File: src/common/pcore_isa_pkg.sv
`default_nettype none

package pcore_isa_pkg;

    // Data path width
    parameter int unsigned XLEN = 32;

    // Operations handed to the back end by the issue logic
    typedef enum logic [2:0] {
        OP_ALU   = 3'd0,
        OP_LINK  = 3'd1,
        OP_LOAD  = 3'd2,
        OP_STORE = 3'd3,
        OP_CSRRW = 3'd4
    } exe_op_e;

    // Width of a CSR address
    parameter int unsigned CSR_AW = 12;

    // Machine mode CSRs implemented by the CSR file
    parameter logic [CSR_AW-1:0] CSR_MSCRATCH = 12'h340;
    parameter logic [CSR_AW-1:0] CSR_MTVEC    = 12'h305;
    parameter logic [CSR_AW-1:0] CSR_MEPC     = 12'h341;

endpackage : pcore_isa_pkg

`default_nettype wire
File: src/hw/csr_file.sv
`timescale 1ns/1ps
`default_nettype none

module csr_file (
    input  logic                                clk,
    input  logic                                rst_n_i,
    input  logic                                we_i,
    input  logic [pcore_isa_pkg::CSR_AW-1:0]    addr_i,
    input  logic [pcore_isa_pkg::XLEN-1:0]      wdata_i,
    output logic [pcore_isa_pkg::XLEN-1:0]      rdata_o
);

    import pcore_isa_pkg::*;

    logic [XLEN-1:0] mscratch_q;
    logic [XLEN-1:0] mtvec_q;
    logic [XLEN-1:0] mepc_q;
    logic [XLEN-1:0] old_value;

    // Unknown addresses read as zero
    always_comb begin
        case (addr_i)
            CSR_MSCRATCH : old_value = mscratch_q;
            CSR_MTVEC    : old_value = mtvec_q;
            CSR_MEPC     : old_value = mepc_q;
            default      : old_value = '0;
        endcase
    end

    always_ff @(posedge clk or negedge rst_n_i) begin
        if (!rst_n_i) begin
            mscratch_q <= '0;
            mtvec_q    <= '0;
            mepc_q     <= '0;
        end else if (we_i) begin
            case (addr_i)
                CSR_MSCRATCH : mscratch_q <= wdata_i;
                CSR_MTVEC    : mtvec_q    <= wdata_i;
                CSR_MEPC     : mepc_q     <= wdata_i;
                default      : ;
            endcase
        end
    end

    // Swap, old value captured on the same edge as the write
    always_ff @(posedge clk) begin
        if (we_i) begin
            rdata_o <= old_value;
        end
    end

endmodule : csr_file

`default_nettype wire

File: config.mk
export PLATFORM = sky130hd
export DESIGN_NAME = csr_file
export DESIGN_NICKNAME = d
export VERILOG_FILES = /design/src/common/pcore_isa_pkg.sv /design/src/hw/csr_file.sv
export SDC_FILE = /design/constraint.sdc
export NUM_CORES = 1
export LEC_CHECK = 0
export BUFFER_PORTS_ARGS = -buffer_cell sky130_fd_sc_hd__buf_2
export CAP_MARGIN = 5
export CORE_MARGIN = 1
export CORE_UTILIZATION = 40
export DETAILED_ROUTE_END_ITERATION = 6
export PLACE_DENSITY_LB_ADDON = 0.05
export SETUP_SLACK_MARGIN = 0.4
export SKIP_CTS_REPAIR_TIMING = 1
export SLEW_MARGIN = 20
export SYNTH_ARGS = -nofsm -noshare
export SYNTH_HDL_FRONTEND = slang
export SYNTH_SLANG_ARGS = --single-unit
File: constraint.sdc
create_clock -name clk -period 1 [get_ports clk]
set_input_delay 0.15 -clock clk [delete_from_list [all_inputs] [get_ports clk]]
set_output_delay 0.15 -clock clk [all_outputs]
set_load 0.02 [all_outputs]
==> flow_metrics.py <==
metrics = {
    "critical_path": {
        "path_depth": 5,
        "cp_num_buf_inv": 2,
        "timing.rr.start": "mtvec_q[1]$_DFFE_PN0P_",
        "crit_slowest_cell": "or3_4",
        "path_delay_family": "simple AND/OR/NAND/NOR gates",
        "critPathLaunch": "addr_i[4]",
        "critical_path_required_ns": 1.30,
        "r2r_cells": 3,
        "worstPathArrival_ns": 1.57,
        "cp-end-kind": "flip-flop",
        "critPathKind": "in2reg",
        "crit_chain": "buf_6 -> or3_4 -> nor4_4 -> buf_6 -> mux2_4",
        "critPathMaxFanout": 16,
        "slowest_delay_ns": 0.43,
        "startpoint_type": "input pin",
        "path_common_cell": "buf_6",
    },
    "synth": {
        "avgSynthCellArea_um2": 13.5,
        "synthMuxAreaShare": 0.187,
        "yosys_warnings": 0,
        "synth_top_family_by_area": "multiplexers",
        "ys_types": 18,
        "mappedNetlistNets": 476,
        "synth_edf_count": 32,
        "ys_ff_latch": 128,
        "syn_inst": 429,
        "synth-compound-area-share": 0.0554,
        "synth_area_mm2": 0.00578,
        "synth_fa_ha_area_frac": 0,
        "yosys.area_share.xor_xnor": 0,
        "synth-main-ff-cell": "dfrtp_1",
        "synth-simple-area-share": 0.141,
        "ys_seq_area_frac": 0.582,
        "synthArstFlopShare": 0.750,
    },
    "timing": {
        "hold_viol_final": 97,
        "slew_headroom": 0.723,
        "min_period_ns": 1.27,
        "clock-skew-final_ns": 0.00724,
        "fin_crit_sh": 1.27,
        "holdWs_ns": -0.395,
        "tightestPinTransition_ns": 0.416,
        "setup_viol": 160,
        "rsz0062_at_grt": "yes",
        "setup_slack_ns": -0.274,
        "fmax_mhz": 785,
        "drv_slew": 0,
    },
    "pwr": {
        "powerDensity_mw_per_mm2": 1480,
        "p_leak_uw": 0.00388,
        "irDropWorstVdd_uv": 1160,
    },
    "drt": {
        "first_iter_violations": 240,
        "vias": 3865,
        "detail-route-antenna-nets": 0,
        "drt_drc_violations_left": 0,
        "first_pass_iters": 4,
        "routed_wl_um": 15000,
        "vias_per_cell": 5.20,
        "routedWlPerCell_um": 20.2,
    },
    "cells_and_area": {
        "fin_area_mm2": 0.00821,
        "final_cell_mix": "96 x mux2_4, 96 x dfrtp_1, 64 x and3b_1",
        "areaGrowthSynthToFinish_pct": 42.1,
        "fin_nets": 597,
        "drive_gt1_frac": 0.535,
        "diodes": 0,
        "fin_util": 0.587,
    },
    "placement": {
        "dp_hpwl_um": 8650,
        "gp_congestion": 0.719,
        "detailed_place.area_mm2": 0.00712,
        "pre_cts_ws_ns": -0.777,
        "io_buffer_count": 78,
    },
    "clock_network": {
        "clk_pin_slew_ns": 0.05,
        "cts_tree": "done",
        "cts.sinks": 128,
        "clockBufferDepth": 2,
        "htree_levels": 4,
        "cts_root_buf": "clkbuf_16",
        "insertion_delay_ns": 0.42,
        "numCtsBuffers": 17,
    },
    "global_routing": {
        "grt_pass1_vias": 3977,
        "grt_usage": 0.206,
        "grt_pass1_wl_um": 22500,
        "grt_antenna_before_repair": 0,
        "grt_max_degree": 35,
        "grt_overflow": 0,
    },
    "die": {
        "fp-row-count": 43,
        "die_area_mm2": 0.0149,
        "start_util": 0.413,
        "die_w_um": 122,
        "coreArea_mm2": 0.0140,
        "die_h_um": 122,
        "ios": 79,
    },
    "run_status": {
        "violations": "hold timing, setup timing",
        "status": "finished, violations left",
    },
    "run": {
        "maxCapViolCount": 0,
    },
    "min_path": {
        "hold_class": "in2async",
    },
}
logic make-up after synthesis:
| logic type | after synthesis |
|---|---|
| AOI/OAI and AO/OA | 64 |
| muxes | 96 |
| buffers and inverters | 34 |
| and+or+nand+nor | 107 |
| DFF | 128 |
path summary, 6_finish.rpt:
kind / slack, ns / end
worst max-delay path: -0.27 / mtvec_q[21]$_DFFE_PN0P_
worst min-delay path: -0.39 / mscratch_q[30]$_DFFE_PN0P_
worst max register to register: -0.11 / rdata_o[1]$_DFFE_PP_
worst min register to register: 0.50 / mtvec_q[26]$_DFFE_PN0P_
max in group asynchronous: 0.94 / mscratch_q[18]$_DFFE_PN0P_
min in group clk: 0 / mscratch_q[12]$_DFFE_PN0P_
routing by layer:
| metal | routed length, µm | up-vias | global-route usage |
|---|---|---|---|
| li1 | - | 1807 | - |
| met1 | 7370 | 1957 | 0.293 |
| met2 | 6930 | 88 | 0.307 |
| met3 | 583 | 13 | 0.0543 |
| met4 | 150 | 0 | 0.0640 |
| met5 | 0 | - | 0 |
worst reg2reg max path, stage by stage, from the launching register on:
cell	delay (ns)
dfrtp_1	0.38
and3b_1	0.19
o21ai_1	0.21
a21oi_2	0.08
synth_stat cells (2+ instances only):
master / count / area (µm²)
edfxtp_1: 32 / 961
o21ai_0: 32 / 160
clkbuf_1: 22 / 82.6
dfrtp_1: 96 / 2400
and3b_1: 64 / 561
buf_2: 3 / 15.0
nand2_1: 32 / 120
nor4_4: 3 / 63.8
buf_6: 9 / 101
nand4b_1: 2 / 17.5
nand4bb_1: 2 / 22.5
mux2_2: 87 / 980
a21oi_1: 32 / 160
mux2_1: 9 / 101
registers in the layout (all words and copies together) (netlist names):
name        flops
mtvec_q        32
mepc_q         32
rdata_o        32
mscratch_q     32
power breakdown:
| group | switching (µW) | total, µW | leakage [µW] | internal [µW] |
|---|---|---|---|---|
| logic | 428 | 715 | 0.00193 | 288 |
| registers | 29.2 | 5450 | 0.00167 | 5420 |
| clock network | 2160 | 5980 | 0.000282 | 3820 |
cell type report:
type	count	area (µm²)
fill	1136	5780
clock buffer	27	524
multi-input combinational	267	2750
sequential	128	3360
tap	180	225
timing repair buffer	136	1290
clock inverter	5	52.6
metrics by stage:
stage,TNS (ns),power (µW),instances
after floorplan,-66.53,5770,429
after global placement,-92.26,6190,701
after detailed placement,-96.65,6200,701
after CTS,-38.38,12200,733
after global routing,-33.16,12600,743
final,-29.42,12200,743
(Power assumes the default switching activity.)
