===== config.mk =====
export PLATFORM = sky130hd
export DESIGN_NAME = writeback
export DESIGN_NICKNAME = d
export VERILOG_FILES = /design/src/common/pcore_pipe_pkg.sv /design/src/common/pcore_isa_pkg.sv /design/src/writeback/writeback.sv
export SDC_FILE = /design/constraint.sdc
export NUM_CORES = 1
export LEC_CHECK = 0
export BUFFER_PORTS_ARGS = -buffer_cell sky130_fd_sc_hd__buf_2
export CORE_AREA = 2 2 67 69
export DETAILED_ROUTE_END_ITERATION = 6
export DIE_AREA = 0 0 69 71
export PLACE_DENSITY = 0.7
export SYNTH_ARGS = -nofsm -noshare
export SYNTH_HDL_FRONTEND = slang
export SYNTH_SLANG_ARGS = --single-unit

===== constraint.sdc =====
create_clock -name vclk -period 1.5
set_clock_uncertainty 0.1 [all_clocks]
set_input_delay 0.3 -clock vclk [all_inputs]
set_output_delay 0.3 -clock vclk [all_outputs]
set_load 0.1 [all_outputs]

===== src/common/pcore_pipe_pkg.sv =====
`default_nettype none

package pcore_pipe_pkg;

    // Register address width, 32 architectural registers
    parameter int unsigned REG_AW = 5;

    // Source of the value written to rd
    typedef enum logic [1:0] {
        RD_WRB_ALU    = 2'd0,
        RD_WRB_INC_PC = 2'd1,
        RD_WRB_DMEM   = 2'd2,
        RD_WRB_CSR    = 2'd3
    } rd_wrb_sel_e;

endpackage : pcore_pipe_pkg

`default_nettype wire


===== src/common/pcore_isa_pkg.sv =====
`default_nettype none

package pcore_isa_pkg;

    // Data path width
    parameter int unsigned XLEN = 32;

    // Operations handed to the back end by the issue logic
    typedef enum logic [2:0] {
        OP_ALU   = 3'd0,
        OP_LINK  = 3'd1,
        OP_LOAD  = 3'd2,
        OP_STORE = 3'd3,
        OP_CSRRW = 3'd4
    } exe_op_e;

    // Width of a CSR address
    parameter int unsigned CSR_AW = 12;

    // Machine mode CSRs implemented by the CSR file
    parameter logic [CSR_AW-1:0] CSR_MSCRATCH = 12'h340;
    parameter logic [CSR_AW-1:0] CSR_MTVEC    = 12'h305;
    parameter logic [CSR_AW-1:0] CSR_MEPC     = 12'h341;

endpackage : pcore_isa_pkg

`default_nettype wire

===== src/writeback/writeback.sv =====
`timescale 1ns/1ps
`default_nettype none

module writeback (
    input  logic                                wb_valid_i,
    input  pcore_pipe_pkg::rd_wrb_sel_e         wb_sel_i,
    input  logic [pcore_pipe_pkg::REG_AW-1:0]   wb_rd_addr_i,
    input  logic                                wb_is_store_i,
    input  logic [pcore_isa_pkg::XLEN-1:0]      alu_result_i,
    input  logic [pcore_isa_pkg::XLEN-1:0]      pc_next_i,
    input  logic [pcore_isa_pkg::XLEN-1:0]      dmem_rdata_i,
    input  logic [pcore_isa_pkg::XLEN-1:0]      csr_rdata_i,

    // Destination write request, also used for forwarding
    output logic                                rd_wr_o,
    output logic [pcore_pipe_pkg::REG_AW-1:0]   rd_addr_o,
    output logic [pcore_isa_pkg::XLEN-1:0]      rd_data_o
);

    import pcore_pipe_pkg::*;

    // Destination value mux
    always_comb begin
        case (wb_sel_i)
            RD_WRB_ALU    : rd_data_o = alu_result_i;
            RD_WRB_INC_PC : rd_data_o = pc_next_i;
            RD_WRB_DMEM   : rd_data_o = dmem_rdata_i;
            RD_WRB_CSR    : rd_data_o = csr_rdata_i;
            default       : rd_data_o = '0;
        endcase
    end

    // No write for x0 or for a store
    assign rd_wr_o   = wb_valid_i && (wb_rd_addr_i != '0) && !wb_is_store_i;
    assign rd_addr_o = wb_rd_addr_i;

endmodule : writeback

`default_nettype wire


==> impl_metrics.yaml, run 1 <==
status:
  outcome: "complete, but fails checks"
  failed_checks: "negative setup slack"
synth:
  postSynthNetCount: 185
  netlist-cell-type-count: 10
  netlist_area_um2: 872
  synth_sequential_area_ratio_pct: 0
  postSynthCellCount: 48
  synthSimpleGateAreaFrac_pct: 1.72
  yosys_warnings: 0
  yosys-mux-area-fraction_pct: 83.5
  dominant_combinational_cell_family_by_area_after_synthesis: "multiplexers"
  synth_adder_area_share_pct: 0
  yosys.area_share.xor_xnor_pct: 0
  postSynthAreaPerCell_um2: 18.2
  compound_cell_area_share_of_the_yosys_netlist_pct: 0.574
floorplanning:
  core_area_um2: 4200
  floorplan.die_area_um2: 4900
  rows: 24
  fp.dieW_um: 69
  die_h_um: 71
  ioPinCount: 175
  floorplan.initialDensity_pct: 20.7
final_layout:
  seqCellArea_um2: 0
  antenna-diode-count: 0
  layout.cells.most_common: "sky130_fd_sc_hd__buf_2"
  final_cell_mix: "sky130_fd_sc_hd__buf_2, sky130_fd_sc_hd__mux4_2, sky130_fd_sc_hd__buf_6"
  areaGrowthSynthToFinish_pct: 152
  numSequentialCells: 0
  layoutNonFillerInstCount: 270
  final.clkbuf_count: 0
  fin_nets: 357
  drive_gt1_share_pct: 98.6
hold_path:
  min-delay-path-class: "primary input to output port"
  holdCritStartpoint: "wb_rd_addr_i[3]"
  min_path_cells: 2
critical_path:
  cp_cell_sequence: "buf_12 -> buf_12 -> mux4_2 -> buf_12"
  slowest_delay_ns: 0.55
  cp-endpoint: "rd_data_o[6]"
  critical_path_capture_point_type: "output port"
  critical_path.most_common_cell: "sky130_fd_sc_hd__buf_12"
  origin_of_the_worst_setup_path: "wb_sel_i[0]"
  worst-setup-path-type: "primary input to output port"
  arrival_ns: 1.30
  crit_path_top_delay_cell: "sky130_fd_sc_hd__mux4_2"
  cp.required_ns: 1.10
  critical_path_peak_fanout: 6
  crit_path_start_kind: "primary input"
sta:
  final_min_period_over_clock_period_pct: 114
  final.min_clock_period_ns: 1.70
  worst_slew_pin_slew_ns: 0.222
  slew_viol_final: 0
  timing.final.setup_violations: 32
  hold_violations: 0
  rsz0062_at_grt: "yes"
  timing.slew.headroom_pct: 85.1
  max_freq_mhz: 587
  postLayoutSetupSlackWorst_ns: -0.205
route:
  drt-wirelength-per-cell_um: 17.5
  via_density_per_instance: 4.82
  dr_total_vias: 1302
  drtAntennaViolNets: 0
  drt_pass1_iterations: 4
  drc: 0
  drt_wl_total_um: 4720
  drt_iter0_markers: 21
place:
  placed_cells_incl_taps: 267
  gp_congestion: 0.776
  number_of_i_o_port_buffers: 175
global_route:
  grt_pass1_wl_um: 7230
  grtUsageTotal_pct: 18.1
  grt_start_max_net_pins: 21
  overflow: 0
  initial_antenna_violation_count: 0
  grt_pass1_vias: 1471
flow_run:
  drv.max_cap_violation_count: 0
pwr:
  irDropWorstVdd_mv: 0.259
  p_per_area_nw_per_um2: 669
  leakage_nw: 1.10
  power.total_mw: 1.47
clock_network:
  cts_hold_repair.buffers: 0
-- cell usage after synthesis --
library cell,count,area share [%]
sky130_fd_sc_hd__a21oi_1,1,0.57
sky130_fd_sc_hd__mux4_2,30,77
sky130_fd_sc_hd__mux4_1,2,6.0
sky130_fd_sc_hd__buf_2,3,1.7
sky130_fd_sc_hd__nor2_1,1,0.43
sky130_fd_sc_hd__nand2b_1,1,0.72
sky130_fd_sc_hd__nor3_1,1,0.57
sky130_fd_sc_hd__buf_6,1,1.3
sky130_fd_sc_hd__buf_12,3,6.9
sky130_fd_sc_hd__buf_4,5,4.3
-- metrics by stage --
step                      TNS, ns  setup slack (ns)  hold WS, ns  utilization, %  cell area (µm²)
after global placement     -11.28            -0.380        0.785            43.8             1840
after CTS                   -5.76            -0.203        0.784            51.1             2150
after floorplan             -6.66            -0.212        0.712               -              877
after global routing        -6.40            -0.228        0.792            52.3             2200
final                       -5.60            -0.205        0.784            52.3             2200
after detailed placement   -11.73            -0.403        0.784            43.8             1840
-- critical path: cells and delay by family --
family | cells | cell delay, ns
buffers and inverters | 3 | 0.45
multiplexers | 1 | 0.55
-- report_power, final --
group / total [mW] / internal [mW] / leakage [nW] / switching, mW
sequential: 0 / 0 / 0 / 0
clock: 0 / 0 / 0 / 0
combinational: 1.47 / 0.535 / 1.10 / 0.935
total: 1.47 / 0.535 / 1.10 / 0.935
-- kinds of logic (layout without fill, tap and decap cells) --
group / count (synthesis) / after routing
buffers and inverters: 12 / 182
muxes: 32 / 32
and+or+nand+nor: 3 / 3
AOI/OAI and AO/OA: 1 / 1
-- metal layers --
metal  wire length (µm)  GRT usage, %
met5                  0             0
met2               2690          37.0
met3                443          3.70
met4                 53          2.18
met1               1540          19.6
-- timing repair --
item | CTS | global route
setup buffers | 0 | 0
endpoints found under the setup margin | 32 | 32
resized for setup | 78 | 6
gates cloned | 2 | 1
-- cell type report --
type / instances / area [µm²]
Fill cell: 379 / 2010
Multi-Input combinational cell: 36 / 744
Tap cell: 52 / 65.1
Timing Repair Buffer: 182 / 1390
-- how the worst min path moves through the flow --
| stage | to | slack (ns) |
|---|---|---|
| finish | rd_addr_o[3] | 0.78 |
| detailed placement | rd_addr_o[1] | 0.78 |
| floorplan | rd_addr_o[0] | 0.71 |
| CTS | rd_addr_o[1] | 0.78 |
| global route | rd_addr_o[1] | 0.79 |
| global placement | rd_addr_o[1] | 0.78 |
Power figures use the tool's default switching activity.
==> run 2, diff against run 1 <==
- CELL_PAD_IN_SITES_DETAIL_PLACEMENT: unset -> 1
- CELL_PAD_IN_SITES_GLOBAL_PLACEMENT: unset -> 2
- CORE_AREA: 2 2 67 69 -> unset
- CORE_MARGIN: unset -> 2
- CORE_UTILIZATION: unset -> 11
- DIE_AREA: 0 0 69 71 -> unset
- PLACE_DENSITY: 0.7 -> unset
- PLACE_DENSITY_LB_ADDON: unset -> 0.1
==> run 2 against run 1 <==
Compared with the run above: the flow still finishes with violations (negative setup slack); clock-buffer cell count did not move; non-clock buffer count unchanged; critical path depth unchanged; design area up 2.7%; maximum frequency rose by 0.47%; wire length is 1.3% higher; hold slack is essentially flat; largest power group unchanged.
==> impl_metrics.yaml, run 2 (synthesized netlist as in run 1, its figures left out) <==
sta:
  final_min_period_over_clock_period_pct: 113
  slew_viol_final: 0
  max_freq_mhz: 589
  worst_hold_slack_ns: 0.784
  timing.final.setup_violations: 32
  timing.slew.headroom_pct: 84.6
  final.min_clock_period_ns: 1.70
  postLayoutSetupSlackWorst_ns: -0.197
  hold_violations: 0
  rsz0062_at_grt: "yes"
  worst_slew_pin_slew_ns: 0.229
  totalNegativeSetupSlack_ns: -5.73
place:
  placed_cells_incl_taps: 317
  gp_congestion: 0.659
  post-place-ws_ns: -0.392
  dp_hpwl_um: 3960
  number_of_i_o_port_buffers: 175
route:
  drtAntennaViolNets: 0
  drt_wl_total_um: 4790
  via_density_per_instance: 3.99
  drt_pass1_iterations: 2
  drt-wirelength-per-cell_um: 15.0
  drc: 0
  drt_iter0_markers: 2
  dr_total_vias: 1277
final_layout:
  seqCellArea_um2: 0
  finish.utilization_pct: 29.4
  areaGrowthSynthToFinish_pct: 159
  final_cell_mix: "sky130_fd_sc_hd__buf_2, sky130_fd_sc_hd__mux4_2, sky130_fd_sc_hd__buf_6"
  layout.cells.most_common: "sky130_fd_sc_hd__buf_2"
  drive_gt1_share_pct: 98.6
  numSequentialCells: 0
  nFillCells: 904
  fin_nets: 357
  layoutNonFillerInstCount: 320
  final.clkbuf_count: 0
  antenna-diode-count: 0
floorplanning:
  fp.dieW_um: 93.0
  floorplan.die_area_um2: 8660
  die_h_um: 93.0
  floorplan.initialDensity_pct: 11.3
  rows: 32
  ioPinCount: 175
  core_area_um2: 7690
critical_path:
  worst-setup-path-type: "primary input to output port"
  arrival_ns: 1.30
  critical_path_peak_fanout: 6
  critical_path_capture_point_type: "output port"
  cp.required_ns: 1.10
  crit_path_start_kind: "primary input"
global_route:
  grtUsageTotal_pct: 10.4
  overflow: 0
  grt_pass1_wl_um: 7180
  grt_pass1_vias: 1401
  initial_antenna_violation_count: 0
  grt_start_max_net_pins: 18
pwr:
  p_per_area_nw_per_um2: 645
  leakage_nw: 1.10
  irDropWorstVdd_mv: 0.248
status:
  failed_checks: "negative setup slack"
  outcome: "complete, but fails checks"
flow_run:
  drv.max_cap_violation_count: 0
hold_path:
  min-delay-path-class: "primary input to output port"
  min_path_cells: 2
clock_network:
  cts_hold_repair.buffers: 0
==> run 2: cell types whose count changed in the layout (fill, tap and decap cells not counted) <==
cell | previous run | this run
sky130_fd_sc_hd__buf_12 | 15 | 14
sky130_fd_sc_hd__buf_16 | 2 | 3
sky130_fd_sc_hd__buf_8 | 3 | 4
sky130_fd_sc_hd__clkbuf_16 | 1 | 0
==> run 2: what timing repair did <==
item	CTS	global route
buffers inserted	0	0
gates resized for setup	81	3
endpoints found under the setup margin	32	32
pin swaps	0	0
gates cloned	3	0
==> run 2: layout make-up <==
| cell class | instances | area [µm²] | area share [%] |
|---|---|---|---|
| Timing Repair Buffer | 182 | 1390 | 61.4 |
| Multi-Input combinational cell | 36 | 744 | 33.0 |
| Tap cell | 102 | 128 | 5.65 |
==> run 2: final timing paths <==
kind / start / end / slack (ns)
worst max-delay path: wb_sel_i[0] / rd_data_o[28] / -0.20
worst min-delay path: wb_rd_addr_i[4] / rd_addr_o[4] / 0.78
==> run 2: worst max-delay path, cell delays in order <==
cell and delay [ns]:
sky130_fd_sc_hd__buf_12 0.12, sky130_fd_sc_hd__buf_12 0.14, sky130_fd_sc_hd__mux4_2 0.54, sky130_fd_sc_hd__buf_12 0.19
==> run 2: metrics by stage <==
step | total power [mW] | instance area [µm²]
3_5_place_dp | 1.26 | 1910
3_3_place_gp | 1.26 | 1910
2_1_floorplan | 0.972 | 877
6_report | 1.46 | 2260
5_1_grt | 1.51 | 2260
4_1_cts | 1.46 | 2250
==> run 2: where the power goes <==
part / leakage (nW) / switching [mW] / internal [mW] / total (mW)
sequential: 0 / 0 / 0 / 0
clock: 0 / 0 / 0 / 0
combinational: 1.10 / 0.924 / 0.533 / 1.46
==> run 2: layer usage <==
metal	global-route usage (%)	vias up	share of wire, %
met3	2.90	0	13
met1	12.2	596	37
met5	0	-	0
met2	20.0	107	50
met4	0	0	0
li1	-	574	-
