--- config.mk ---
export PLATFORM = sky130hd
export DESIGN_NAME = mem_stage
export DESIGN_NICKNAME = d
export VERILOG_FILES = /design/src/common/pcore_pipe_pkg.sv /design/src/common/pcore_isa_pkg.sv /design/src/hw/mem_stage.sv
export SDC_FILE = /design/constraint.sdc
export NUM_CORES = 1
export LEC_CHECK = 0
export ABC_AREA = 1
export BUFFER_PORTS_ARGS = -buffer_cell sky130_fd_sc_hd__buf_4
export CORE_ASPECT_RATIO = 0.5
export CORE_MARGIN = 1
export CORE_UTILIZATION = 46
export DETAILED_ROUTE_END_ITERATION = 10
export GPL_TIMING_DRIVEN = 0
export PLACE_DENSITY = 0.77
export SLEW_MARGIN = 20
export SYNTH_ARGS = -nofsm -noshare
export SYNTH_HDL_FRONTEND = slang
export SYNTH_SLANG_ARGS = --single-unit
--- constraint.sdc ---
create_clock -name clk -period 7.51 [get_ports clk]
set_input_delay 1.502 -clock clk [delete_from_list [all_inputs] [get_ports clk]]
set_output_delay 1.502 -clock clk [all_outputs]
set_load 0.005 [all_outputs]
--- src/common/pcore_pipe_pkg.sv ---
`default_nettype none

package pcore_pipe_pkg;

    // Register address width, 32 architectural registers
    parameter int unsigned REG_AW = 5;

    // Source of the value written to rd
    typedef enum logic [1:0] {
        RD_WRB_ALU    = 2'd0,
        RD_WRB_INC_PC = 2'd1,
        RD_WRB_DMEM   = 2'd2,
        RD_WRB_CSR    = 2'd3
    } rd_wrb_sel_e;

endpackage : pcore_pipe_pkg

`default_nettype wire

--- src/common/pcore_isa_pkg.sv ---
`default_nettype none

package pcore_isa_pkg;

    // Data path width
    parameter int unsigned XLEN = 32;

    // Operations handed to the back end by the issue logic
    typedef enum logic [2:0] {
        OP_ALU   = 3'd0,
        OP_LINK  = 3'd1,
        OP_LOAD  = 3'd2,
        OP_STORE = 3'd3,
        OP_CSRRW = 3'd4
    } exe_op_e;

    // Width of a CSR address
    parameter int unsigned CSR_AW = 12;

    // Machine mode CSRs implemented by the CSR file
    parameter logic [CSR_AW-1:0] CSR_MSCRATCH = 12'h340;
    parameter logic [CSR_AW-1:0] CSR_MTVEC    = 12'h305;
    parameter logic [CSR_AW-1:0] CSR_MEPC     = 12'h341;

endpackage : pcore_isa_pkg

`default_nettype wire
--- src/hw/mem_stage.sv ---
`timescale 1ns/1ps
`default_nettype none

module mem_stage #(
    parameter int unsigned DMEM_DEPTH = 256
) (
    input  logic                                     clk,
    input  logic                                     rst_n_i,

    // Issue side, four-phase req/ack
    input  logic                                     op_req_i,
    output logic                                     op_ack_o,
    input  pcore_isa_pkg::exe_op_e                   op_code_i,
    input  logic [pcore_pipe_pkg::REG_AW-1:0]        rd_addr_i,
    input  logic [pcore_isa_pkg::XLEN-1:0]           alu_result_i,
    input  logic [pcore_isa_pkg::XLEN-1:0]           pc_next_i,
    input  logic [pcore_isa_pkg::XLEN-1:0]           wr_data_i,
    input  logic [pcore_isa_pkg::CSR_AW-1:0]         csr_addr_i,

    // Data memory
    output logic                                     dmem_we_o,
    output logic [$clog2(DMEM_DEPTH)-1:0]            dmem_addr_o,
    output logic [pcore_isa_pkg::XLEN-1:0]           dmem_wdata_o,

    // CSR file
    output logic                                     csr_we_o,
    output logic [pcore_isa_pkg::CSR_AW-1:0]         csr_addr_o,
    output logic [pcore_isa_pkg::XLEN-1:0]           csr_wdata_o,

    // Writeback
    output logic                                     wb_valid_o,
    output pcore_pipe_pkg::rd_wrb_sel_e              wb_sel_o,
    output logic [pcore_pipe_pkg::REG_AW-1:0]        wb_rd_addr_o,
    output logic [pcore_isa_pkg::XLEN-1:0]           wb_alu_result_o,
    output logic [pcore_isa_pkg::XLEN-1:0]           wb_pc_next_o,
    output logic                                     wb_is_store_o
);

    import pcore_isa_pkg::*;
    import pcore_pipe_pkg::*;

    localparam int unsigned DMEM_AW = $clog2(DMEM_DEPTH);

    logic                 capture;
    logic                 op_vld_q;
    exe_op_e              op_code_q;
    logic [REG_AW-1:0]    op_rd_q;
    logic [XLEN-1:0]      op_alu_q;
    logic [XLEN-1:0]      op_pc_next_q;
    logic [XLEN-1:0]      op_wdata_q;
    logic [CSR_AW-1:0]    op_csr_addr_q;
    rd_wrb_sel_e          dec_sel;

    // New request seen while the previous one is fully retired
    assign capture = op_req_i && !op_ack_o;

    always_ff @(posedge clk or negedge rst_n_i) begin
        if (!rst_n_i) begin
            op_ack_o   <= 1'b0;
            op_vld_q   <= 1'b0;
            wb_valid_o <= 1'b0;
        end else begin
            op_vld_q   <= capture;
            wb_valid_o <= op_vld_q;
            if (capture) begin
                op_ack_o <= 1'b1;
            end else if (!op_req_i) begin
                op_ack_o <= 1'b0;
            end
        end
    end

    always_ff @(posedge clk) begin
        if (capture) begin
            op_code_q     <= op_code_i;
            op_rd_q       <= rd_addr_i;
            op_alu_q      <= alu_result_i;
            op_pc_next_q  <= pc_next_i;
            op_wdata_q    <= wr_data_i;
            op_csr_addr_q <= csr_addr_i;
        end
    end

    always_comb begin
        case (op_code_q)
            OP_LINK  : dec_sel = RD_WRB_INC_PC;
            OP_LOAD  : dec_sel = RD_WRB_DMEM;
            OP_CSRRW : dec_sel = RD_WRB_CSR;
            default  : dec_sel = RD_WRB_ALU;
        endcase
    end

    // Word index of the ALU address, wraps with the memory size
    assign dmem_we_o    = op_vld_q && (op_code_q == OP_STORE);
    assign dmem_addr_o  = op_alu_q[DMEM_AW+1:2];
    assign dmem_wdata_o = op_wdata_q;

    assign csr_we_o    = op_vld_q && (op_code_q == OP_CSRRW);
    assign csr_addr_o  = op_csr_addr_q;
    assign csr_wdata_o = op_wdata_q;

    always_ff @(posedge clk) begin
        if (op_vld_q) begin
            wb_sel_o        <= dec_sel;
            wb_rd_addr_o    <= op_rd_q;
            wb_alu_result_o <= op_alu_q;
            wb_pc_next_o    <= op_pc_next_q;
            wb_is_store_o   <= (op_code_q == OP_STORE);
        end
    end

endmodule : mem_stage

`default_nettype wire

==> metrics.txt, run 1 <==
syn_area_per_cell=24.6 um^2; nets=670; period utilization=0.443; r2r setup slk=5.84 ns; Synth top area share=0.927; Die Y-Extent=83.4 um; Antenna Cells=0; die width=165 um; Worst Hold End=wb_pc_next_o[4]$_DFFE_PP_; Worst-path clk slew=0.07 ns; H-Tree Depth=4; die area=13,700 um^2; Simple-Gate Fraction of Synth Area=0.00719; Post-Synthesis Cells=248; post-layout util=0.714; RSZ-0062 raised after global routing=false; Worst setup SP type=flip-flop; compound-cell area share of the yosys netlist=0; number of flops mapped to enable cells by yosys=188; cells on worst reg2reg path=4; antenna violations before repair=0; hold path start=op_pc_next_q[4]$_DFFE_PP_; register area=5720 um^2; GRT Util Overall=0.199; PostCTS Resize Cnt=0; register bit count reported by yosys=191; status=finished clean; initial DRC count=161; Worst slew margin=0.693; hold buffer count at CTS=0; Slew Limit Fails=0; Initial DRT Pass Iterations=4; Filler cells=796; WP data arrival=1.83 ns; placed instance count=702; Yosys Warn Count=0; clk_lat worst skew=0.42 ns; Worst R2R Start=op_ack_o$_DFFE_PN0P_; final antenna-violating net count=0; clock root cell=clkbuf_16; Yosys cell types=9; largest family of logic cells by synthesized area=buffers and inverters; Site Rows=29; Worst Setup End Kind=output pin; final hold vios=0; Layout Skew=0.0110 ns; Finished Layout Cells=734; Critical R2R Capture=csr_wdata_o[15]$_DFFE_PP_; setup repair bufs after CTS=0; mux contribution to synthesized area=0; Post-Synth Adder-Cell Area=0; Top Ports=279; share of layout cells above drive strength 1=0.635; Max VDD drop=0.151 mV; worst hold slack=0.416 ns; global-route wire length before repair=19.3 mm; vias in the first global route=3,434; # setup viols final=0; vias per inst=4.43; CP Class=flip-flop to output pin; core area=12,800 um^2; P&R area growth vs syn=49.7%; ys flop type=edfxtp_1; HPWL Detailed=9.76 mm; pwr/cell area=245 nW/um^2; CTS tree=built; wire per inst=18.0 um; DRT Wirelength=13.2 mm; most frequent cell after synthesis=edfxtp_1; Initial Util=0.477; via count=3,248; Synth area leaders=edfxtp_1 93%, buf_4 4.9%, dfrtp_1 1.2%; hold path depth=0; largest area contributor in the netlist=edfxtp_1; final worst path period need=3.33 ns; area of the multi-input gates=51.3 um^2; synthesized cell area=6090 um^2; GRT overflow=0; Synth Area in XOR/XNOR=0; worst-path fanout max=42; number of max-cap violations=0; Max Root-Sink Buffers=2; sequential area share after synthesis=0.939; Required @ worst endpoint=6.01 ns; hold crit path type=flip-flop to flip-flop; DRC errors left=0; TritonCTS buffer count=17; fmax=0.301 GHz; Final Power=2.24 mW; P_leak=3.73 nW; Least-Margin Pin Slew=0.460 ns; CTS sink count=191; Routability Congestion=0.762; largest net degree at the start of global routing=43; number of port buffers=278; share of flip-flops with an asynchronous set or reset=0.0157; synth cell count leaders=188 x edfxtp_1, 40 x buf_4, 6 x inv_1; syn_nets=367
==> kinds of logic (layout without fill, tap and decap cells) <==
group / after synthesis / in the layout
buf+inv: 47 / 363
flops: 191 / 191
simple gates: 10 / 10
==> worst max path at each step <==
stage | from | endpoint | slack [ns] | depth (start not counted)
final | op_vld_q$_DFF_PN0_ | dmem_we_o | 4.18 | 4
after global routing | op_vld_q$_DFF_PN0_ | dmem_we_o | 4.05 | 4
after detailed placement | op_vld_q$_DFF_PN0_ | dmem_we_o | 4.63 | 4
after floorplan | op_req_i | op_vld_q$_DFF_PN0_ | 0.45 | 2
after global placement | op_req_i | op_vld_q$_DFF_PN0_ | -1.71 | 3
after CTS | op_vld_q$_DFF_PN0_ | dmem_we_o | 4.17 | 4
==> registers in the layout, summed over array words and instances, names as in the netlist <==
signal	cells
wb_rd_addr_o	5
wb_is_store_o	1
op_alu_q	32
wb_alu_result_o	32
wb_pc_next_o	32
wb_sel_o	2
csr_addr_o	12
op_rd_q	5
csr_wdata_o	32
op_ack_o	1
op_code_q	3
wb_valid_o	1
op_vld_q	1
op_pc_next_q	32
==> placed cells by master (no fill, tap or decap), drive strengths merged <==
cell,Yosys,routed
buf,40,324
edfxtp,188,188
clkbuf,1,19
inv,6,16
nor2,4,4
nand3,3,3
nand2,3,3
clkinv,0,3
dfrtp,3,3
clkinvlp,0,1
==> worst max-delay path: stages (launching register included) <==
cell     delay, ns
dfrtp_4       0.72
buf_12        0.31
inv_1         0.11
nor2_1        0.13
buf_4         0.13
==> area by class of cell <==
| type | instances | share of cell area |
|---|---|---|
| clock buffer | 18 | 0.0471 |
| multi-input combinational | 10 | 0.00563 |
| sequential | 191 | 0.628 |
| buffer | 41 | 0.0334 |
| timing repair buffer | 284 | 0.245 |
| inverter | 6 | 0.00247 |
| clock inverter | 14 | 0.0155 |
| tap | 170 | 0.0233 |
==> stage by stage <==
step                setup TNS (ns)  instance area (um^2)  setup WS, ns
floorplan                        0                  6090         0.447
global placement           -183.93                  8390         -1.71
detailed placement               0                  8540          4.63
CTS                              0                  9110          4.17
global route                     0                  9110          4.05
finish                           0                  9110          4.18
==> metal layers <==
| layer | track usage | part of all wire |
|---|---|---|
| met5 | 0 | 0 |
| met4 | 0.0951 | 0.024 |
| met3 | 0.0390 | 0.036 |
| met2 | 0.374 | 0.59 |
| met1 | 0.214 | 0.35 |
==> power breakdown <==
group	switching (mW)	leakage, nW	total [mW]	internal, mW
registers	0.0181	1.80	1.24	1.22
clock network	0.410	0.279	0.855	0.445
logic	0.0498	1.65	0.143	0.0927
Note: power is estimated with default switching activity, not from simulation.
==> run 2: changes to the inputs <==
==> constraint.sdc (replaced) <==
create_clock -name clk -period 3.29 [get_ports clk]
set_input_delay 0.658 -clock clk [delete_from_list [all_inputs] [get_ports clk]]
set_output_delay 0.658 -clock clk [all_outputs]
set_load 0.005 [all_outputs]
==> run 2 against run 1 <==
  * Final cell count unchanged
  * Clock skew down 0.0030 ns
  * Non-clock buffer count unchanged
  * Flip-flop and latch count unchanged
  * Clock power up 140%
  * Critical path depth down 1
  * Highest routed layer unchanged
==> metrics.txt, run 2 (same netlist as run 1, synthesis figures left out) <==
hold crit path type=primary input to flip-flop; Antenna Cells=0; vias per inst=4.50; CP cell instances=inv_1 > nor2_1 > buf_4; P_leak=3.73 nW; final hold vios=0; die width=165 um; Slew Limit Fails=0; Slowest cell on crit path=dfrtp_4; Least-Margin Pin Slew=0.345 ns; final antenna-violating net count=0; Worst setup SP type=flip-flop; r2r setup slk=1.78 ns; final worst path period need=2.13 ns; Post-DP Area=8510 um^2; Routability Congestion=0.745; nets=670; largest net degree at the start of global routing=53; end of the critical path=dmem_we_o; Worst slew margin=0.770; HPWL Detailed=9.50 mm; # setup viols final=0; Initial Util=0.477; met2 Usage GRT=0.367; Max Root-Sink Buffers=2; GRT Max-Usage Layer=met2; critical path depth in cells=3; Site Rows=29; dpl ws=1.41 ns; wire per inst=17.9 um; Worst Setup End Kind=output pin; met1 Use GR=0.212; GRT Util Overall=0.199; WP data arrival=1.47 ns; CTS sink count=191; Final Instance Area=9110 um^2; via count=3,303; Die Y-Extent=83.4 um; Initial DRT Pass Iterations=4; GRT overflow=0; status=finished clean; Layout Skew=0.00799 ns; worst-path fanout max=23; Max VDD drop=0.290 mV; CP startpoint=op_vld_q$_DFF_PN0_; antenna violations before repair=0; CTS tree=built; hold path start=alu_result_i[15]; share of layout cells above drive strength 1=0.633; Final WS setup=1.16 ns; clk_lat worst skew=0.42 ns; Worst path top cell family by delay=flip-flops; CP Class=flip-flop to output pin; DRC errors left=0; met3 global-route usage=0.0504; global-route wire length before repair=19.5 mm; number of max-cap violations=0; worst path bufs/invs=2; DRT Wirelength=13.2 mm; commonest non-fill, non-tap cells in the layout=318 x buf_4, 188 x edfxtp_1, 17 x clkbuf_16; Critical R2R Capture=csr_addr_o[10]$_DFFE_PP_; clock root cell=clkbuf_16; pwr/cell area=567 nW/um^2; Top Ports=279; most common cell after layout, fill and taps aside=buf_4; fmax=0.470 GHz; Filler cells=777; RSZ-0062 raised after global routing=false; period utilization=0.646; Worst-path clk slew=0.08 ns; core area=12,800 um^2; Required @ worst endpoint=2.63 ns; P&R area growth vs syn=49.6%; PostCTS Resize Cnt=0; Worst R2R Start=op_ack_o$_DFFE_PN0P_; H-Tree Depth=4; vias in the first global route=3,530; Final Power=5.16 mW; number of port buffers=278; die area=13,700 um^2; initial DRC count=157; slowest stage delay, CP=0.64 ns; cells on worst reg2reg path=3; TritonCTS buffer count=17
[run 2: layout make-up]
cell class	count	area [um^2]	area share
Buffer	41	304	0.0334
Inverter	6	22.5	0.00247
Timing Repair Buffer	284	2200	0.242
Multi-Input combinational cell	10	51.3	0.00563
Tap cell	170	213	0.0233
Sequential cell	191	5720	0.628
Clock inverter	15	169	0.0185
Clock buffer	17	425	0.0467
[run 2: per-stage QoR]
| stage | hold WS (ns) | std cells | TNS, ns | util |
|---|---|---|---|---|
| detailed placement | 0.405 | 701 | 0 | 0.666 |
| global placement | 0.400 | 696 | -31.31 | 0.658 |
| floorplan | 0.362 | 248 | 0 | - |
| finish | 0.410 | 734 | 0 | 0.714 |
| global route | 0.381 | 734 | 0 | 0.714 |
| CTS | 0.392 | 734 | 0 | 0.714 |
[run 2: timing repair]
item                      CTS  global route
setup buffers               0             0
hold endpoints to repair    3             0
hold buffers                1             0
[run 2: where the power goes]
part | internal [mW] | leakage [nW] | switching [mW] | total, mW
sequential | 2.79 | 1.80 | 0.0394 | 2.82
clock | 1.03 | 0.291 | 0.987 | 2.02
combinational | 0.208 | 1.64 | 0.114 | 0.322
[run 2: routing by layer]
metal | share of wire | up-vias
met2 | 0.57 | 111
met4 | 0.029 | 0
met5 | 0 | -
li1 | - | 1513
met1 | 0.36 | 1647
met3 | 0.045 | 32
[run 2: worst min-delay path by stage]
stage | cells past startpoint | to | slack [ns]
2_1_floorplan | 0 | op_ack_o$_DFFE_PN0P_ | 0.36
3_3_place_gp | 0 | wb_pc_next_o[13]$_DFFE_PP_ | 0.40
3_5_place_dp | 0 | wb_alu_result_o[24]$_DFFE_PP_ | 0.40
4_1_cts | 1 | op_alu_q[25]$_DFFE_PP_ | 0.39
5_1_grt | 1 | op_alu_q[15]$_DFFE_PP_ | 0.38
6_report | 1 | op_alu_q[15]$_DFFE_PP_ | 0.41
==> run 3: changes to the inputs <==
--- a/config.mk
+++ b/config.mk
@@ -9,10 +9,10 @@
 export BUFFER_PORTS_ARGS = -buffer_cell sky130_fd_sc_hd__buf_4
 export CORE_ASPECT_RATIO = 0.5
 export CORE_MARGIN = 1
-export CORE_UTILIZATION = 46
+export CORE_UTILIZATION = 42
 export DETAILED_ROUTE_END_ITERATION = 10
 export GPL_TIMING_DRIVEN = 0
-export PLACE_DENSITY = 0.77
+export PLACE_DENSITY = 0.74
 export SLEW_MARGIN = 20
 export SYNTH_ARGS = -nofsm -noshare
 export SYNTH_HDL_FRONTEND = slang
==> constraint.sdc (replaced) <==
create_clock -name clk -period 1.85 [get_ports clk]
set_input_delay 0.37 -clock clk [delete_from_list [all_inputs] [get_ports clk]]
set_output_delay 0.37 -clock clk [all_outputs]
set_load 0.005 [all_outputs]
==> run 3 against run 2 <==
  * Global-route usage shrank 2.5 points
  * Critical path depth unchanged
  * Sequential share of layout area down 1.1 points
  * Non-clock buffer count rose by 6
  * Power is 89% higher
  * Clock power rose by 110%
  * Sequential power grew 78%
  * Clock skew up 0.0038 ns
  * Final cell count increased by 3.8%
  * Design area is 1.8% higher
  * Critical endpoint is now csr_wdata_o[17]$_DFFE_PP_
==> metrics.txt, run 3 (same netlist as run 1, synthesis figures left out) <==
number of max-cap violations=0; die area=15,000 um^2; CTS tree=built; status=finished clean; Worst slew margin=0.626; # setup viols final=0; commonest non-fill, non-tap cells in the layout=323 x buf_4, 188 x edfxtp_1, 17 x clkbuf_16; Slowest cell on crit path=nor2_4; PostCTS Resize Cnt=0; CTS sink count=191; WP data arrival=1.77 ns; Final Power=9.76 mW; top routing layer used=met4; Layout Skew=0.0118 ns; die width=172 um; WL met3=440 um; via count=3,292; hold crit path type=primary input to flip-flop; final antenna-violating net count=0; largest net degree at the start of global routing=42; CP cell instances=nor2_4 > buf_16 > buf_12; number of port buffers=278; P&R area growth vs syn=52.3%; antenna violations before repair=0; RSZ-0062 raised after global routing=false; clk_lat worst skew=0.41 ns; Antenna Cells=0; Max VDD drop=0.722 mV; final hold vios=0; Max Root-Sink Buffers=2; hold path start=csr_addr_i[0]; H-Tree Depth=4; initial DRC count=119; Top Ports=279; slowest stage delay, CP=0.45 ns; share of layout cells above drive strength 1=0.640; period utilization=0.898; wire per inst=17.2 um; Site Rows=30; Initial Util=0.440; Worst R2R Start=op_ack_o$_DFFE_PN0P_; P_leak=3.79 nW; Filler cells=939; Post-DP Area=8540 um^2; vias in the first global route=3,344; Routability Congestion=0.750; Worst Setup End Kind=flip-flop; vias per inst=4.32; pwr/cell area=1050 nW/um^2; Final Instance Area=9280 um^2; most common cell after layout, fill and taps aside=buf_4; Worst setup SP type=flip-flop; clock root cell=clkbuf_16; DRT Wirelength=13.1 mm; fmax=0.602 GHz; final worst path period need=1.66 ns; GRT overflow=0; Die Y-Extent=87.2 um; CP Class=flip-flop to flip-flop; nets=676; TritonCTS buffer count=17; Initial DRT Pass Iterations=6; CP startpoint=op_ack_o$_DFFE_PN0P_; global-route wire length before repair=18.4 mm; WL met1=4.83 mm; worst-path fanout max=30; HPWL Detailed=9.40 mm; DRC errors left=0; Least-Margin Pin Slew=0.560 ns; Required @ worst endpoint=1.96 ns; Slew Limit Fails=0; met2 wire length=7.62 mm; core area=13,900 um^2; Worst-path clk slew=0.07 ns; GRT Util Overall=0.174
run 3: stage by stage:
stage / setup TNS, ns / setup WS [ns] / util / instances / hold slack (ns)
3_5_place_dp: 0 / 0.0710 / 0.616 / 723 / 0.162
2_1_floorplan: -81.55 / -0.698 / - / 248 / 0.0744
4_1_cts: 0 / 0.0609 / 0.667 / 757 / 0.112
3_3_place_gp: -174.31 / -1.48 / 0.608 / 718 / 0.161
5_1_grt: 0 / 0.0723 / 0.670 / 762 / 0.104
6_report: 0 / 0.189 / 0.670 / 762 / 0.126
run 3: final cells by class:
| type | count | area [um^2] | area share |
|---|---|---|---|
| flip-flops and latches | 191 | 5720 | 0.617 |
| repair buffers | 290 | 2260 | 0.243 |
| clock buffers | 17 | 425 | 0.0459 |
| plain buffers | 41 | 304 | 0.0328 |
| clock inverters | 15 | 251 | 0.0271 |
| well taps | 192 | 240 | 0.0259 |
| multi-input cells | 10 | 51.3 | 0.00553 |
| inverters | 6 | 22.5 | 0.00243 |
run 3: repair_timing:
action                                  in CTS  in global routing
hold buffers                                 1                  0
setup buffers                                1                  5
cloned                                       0                  0
endpoints found under the setup margin       2                  1
hold endpoints to repair                     3                  0
run 3: path summary, 6_finish.rpt:
path	to	slack [ns]	cells past startpoint
setup / recovery	csr_wdata_o[17]$_DFFE_PP_	0.19	3
hold / removal	csr_addr_o[0]$_DFFE_PP_	0.13	1
setup reg to reg	csr_wdata_o[17]$_DFFE_PP_	0.19	3
hold reg to reg	wb_alu_result_o[16]$_DFFE_PP_	0.41	0
max in group asynchronous	op_vld_q$_DFF_PN0_	1.46	2
min in group asynchronous	wb_valid_o$_DFF_PN0_	0.28	2
run 3: power breakdown:
part           leakage (nW)  switching [mW]  internal [mW]
sequential             1.80          0.0619           4.96
combinational          1.67           0.212          0.380
clock                 0.321            1.59           2.56
total                  3.79            1.86           7.89
run 3: worst max-delay path: cells and delay by family, from the launching register on:
| kind | cells | cell delay, ns |
|---|---|---|
| AND/OR/NAND/NOR | 1 | 0.45 |
| buffers and inverters | 2 | 0.45 |
| flip-flops | 1 | 0.41 |
run 3: layer usage:
metal  vias up  GRT usage
met1      1663      0.193
met5         -          0
met2        85      0.326
met3        17     0.0386
li1       1527          -
met4         0     0.0740
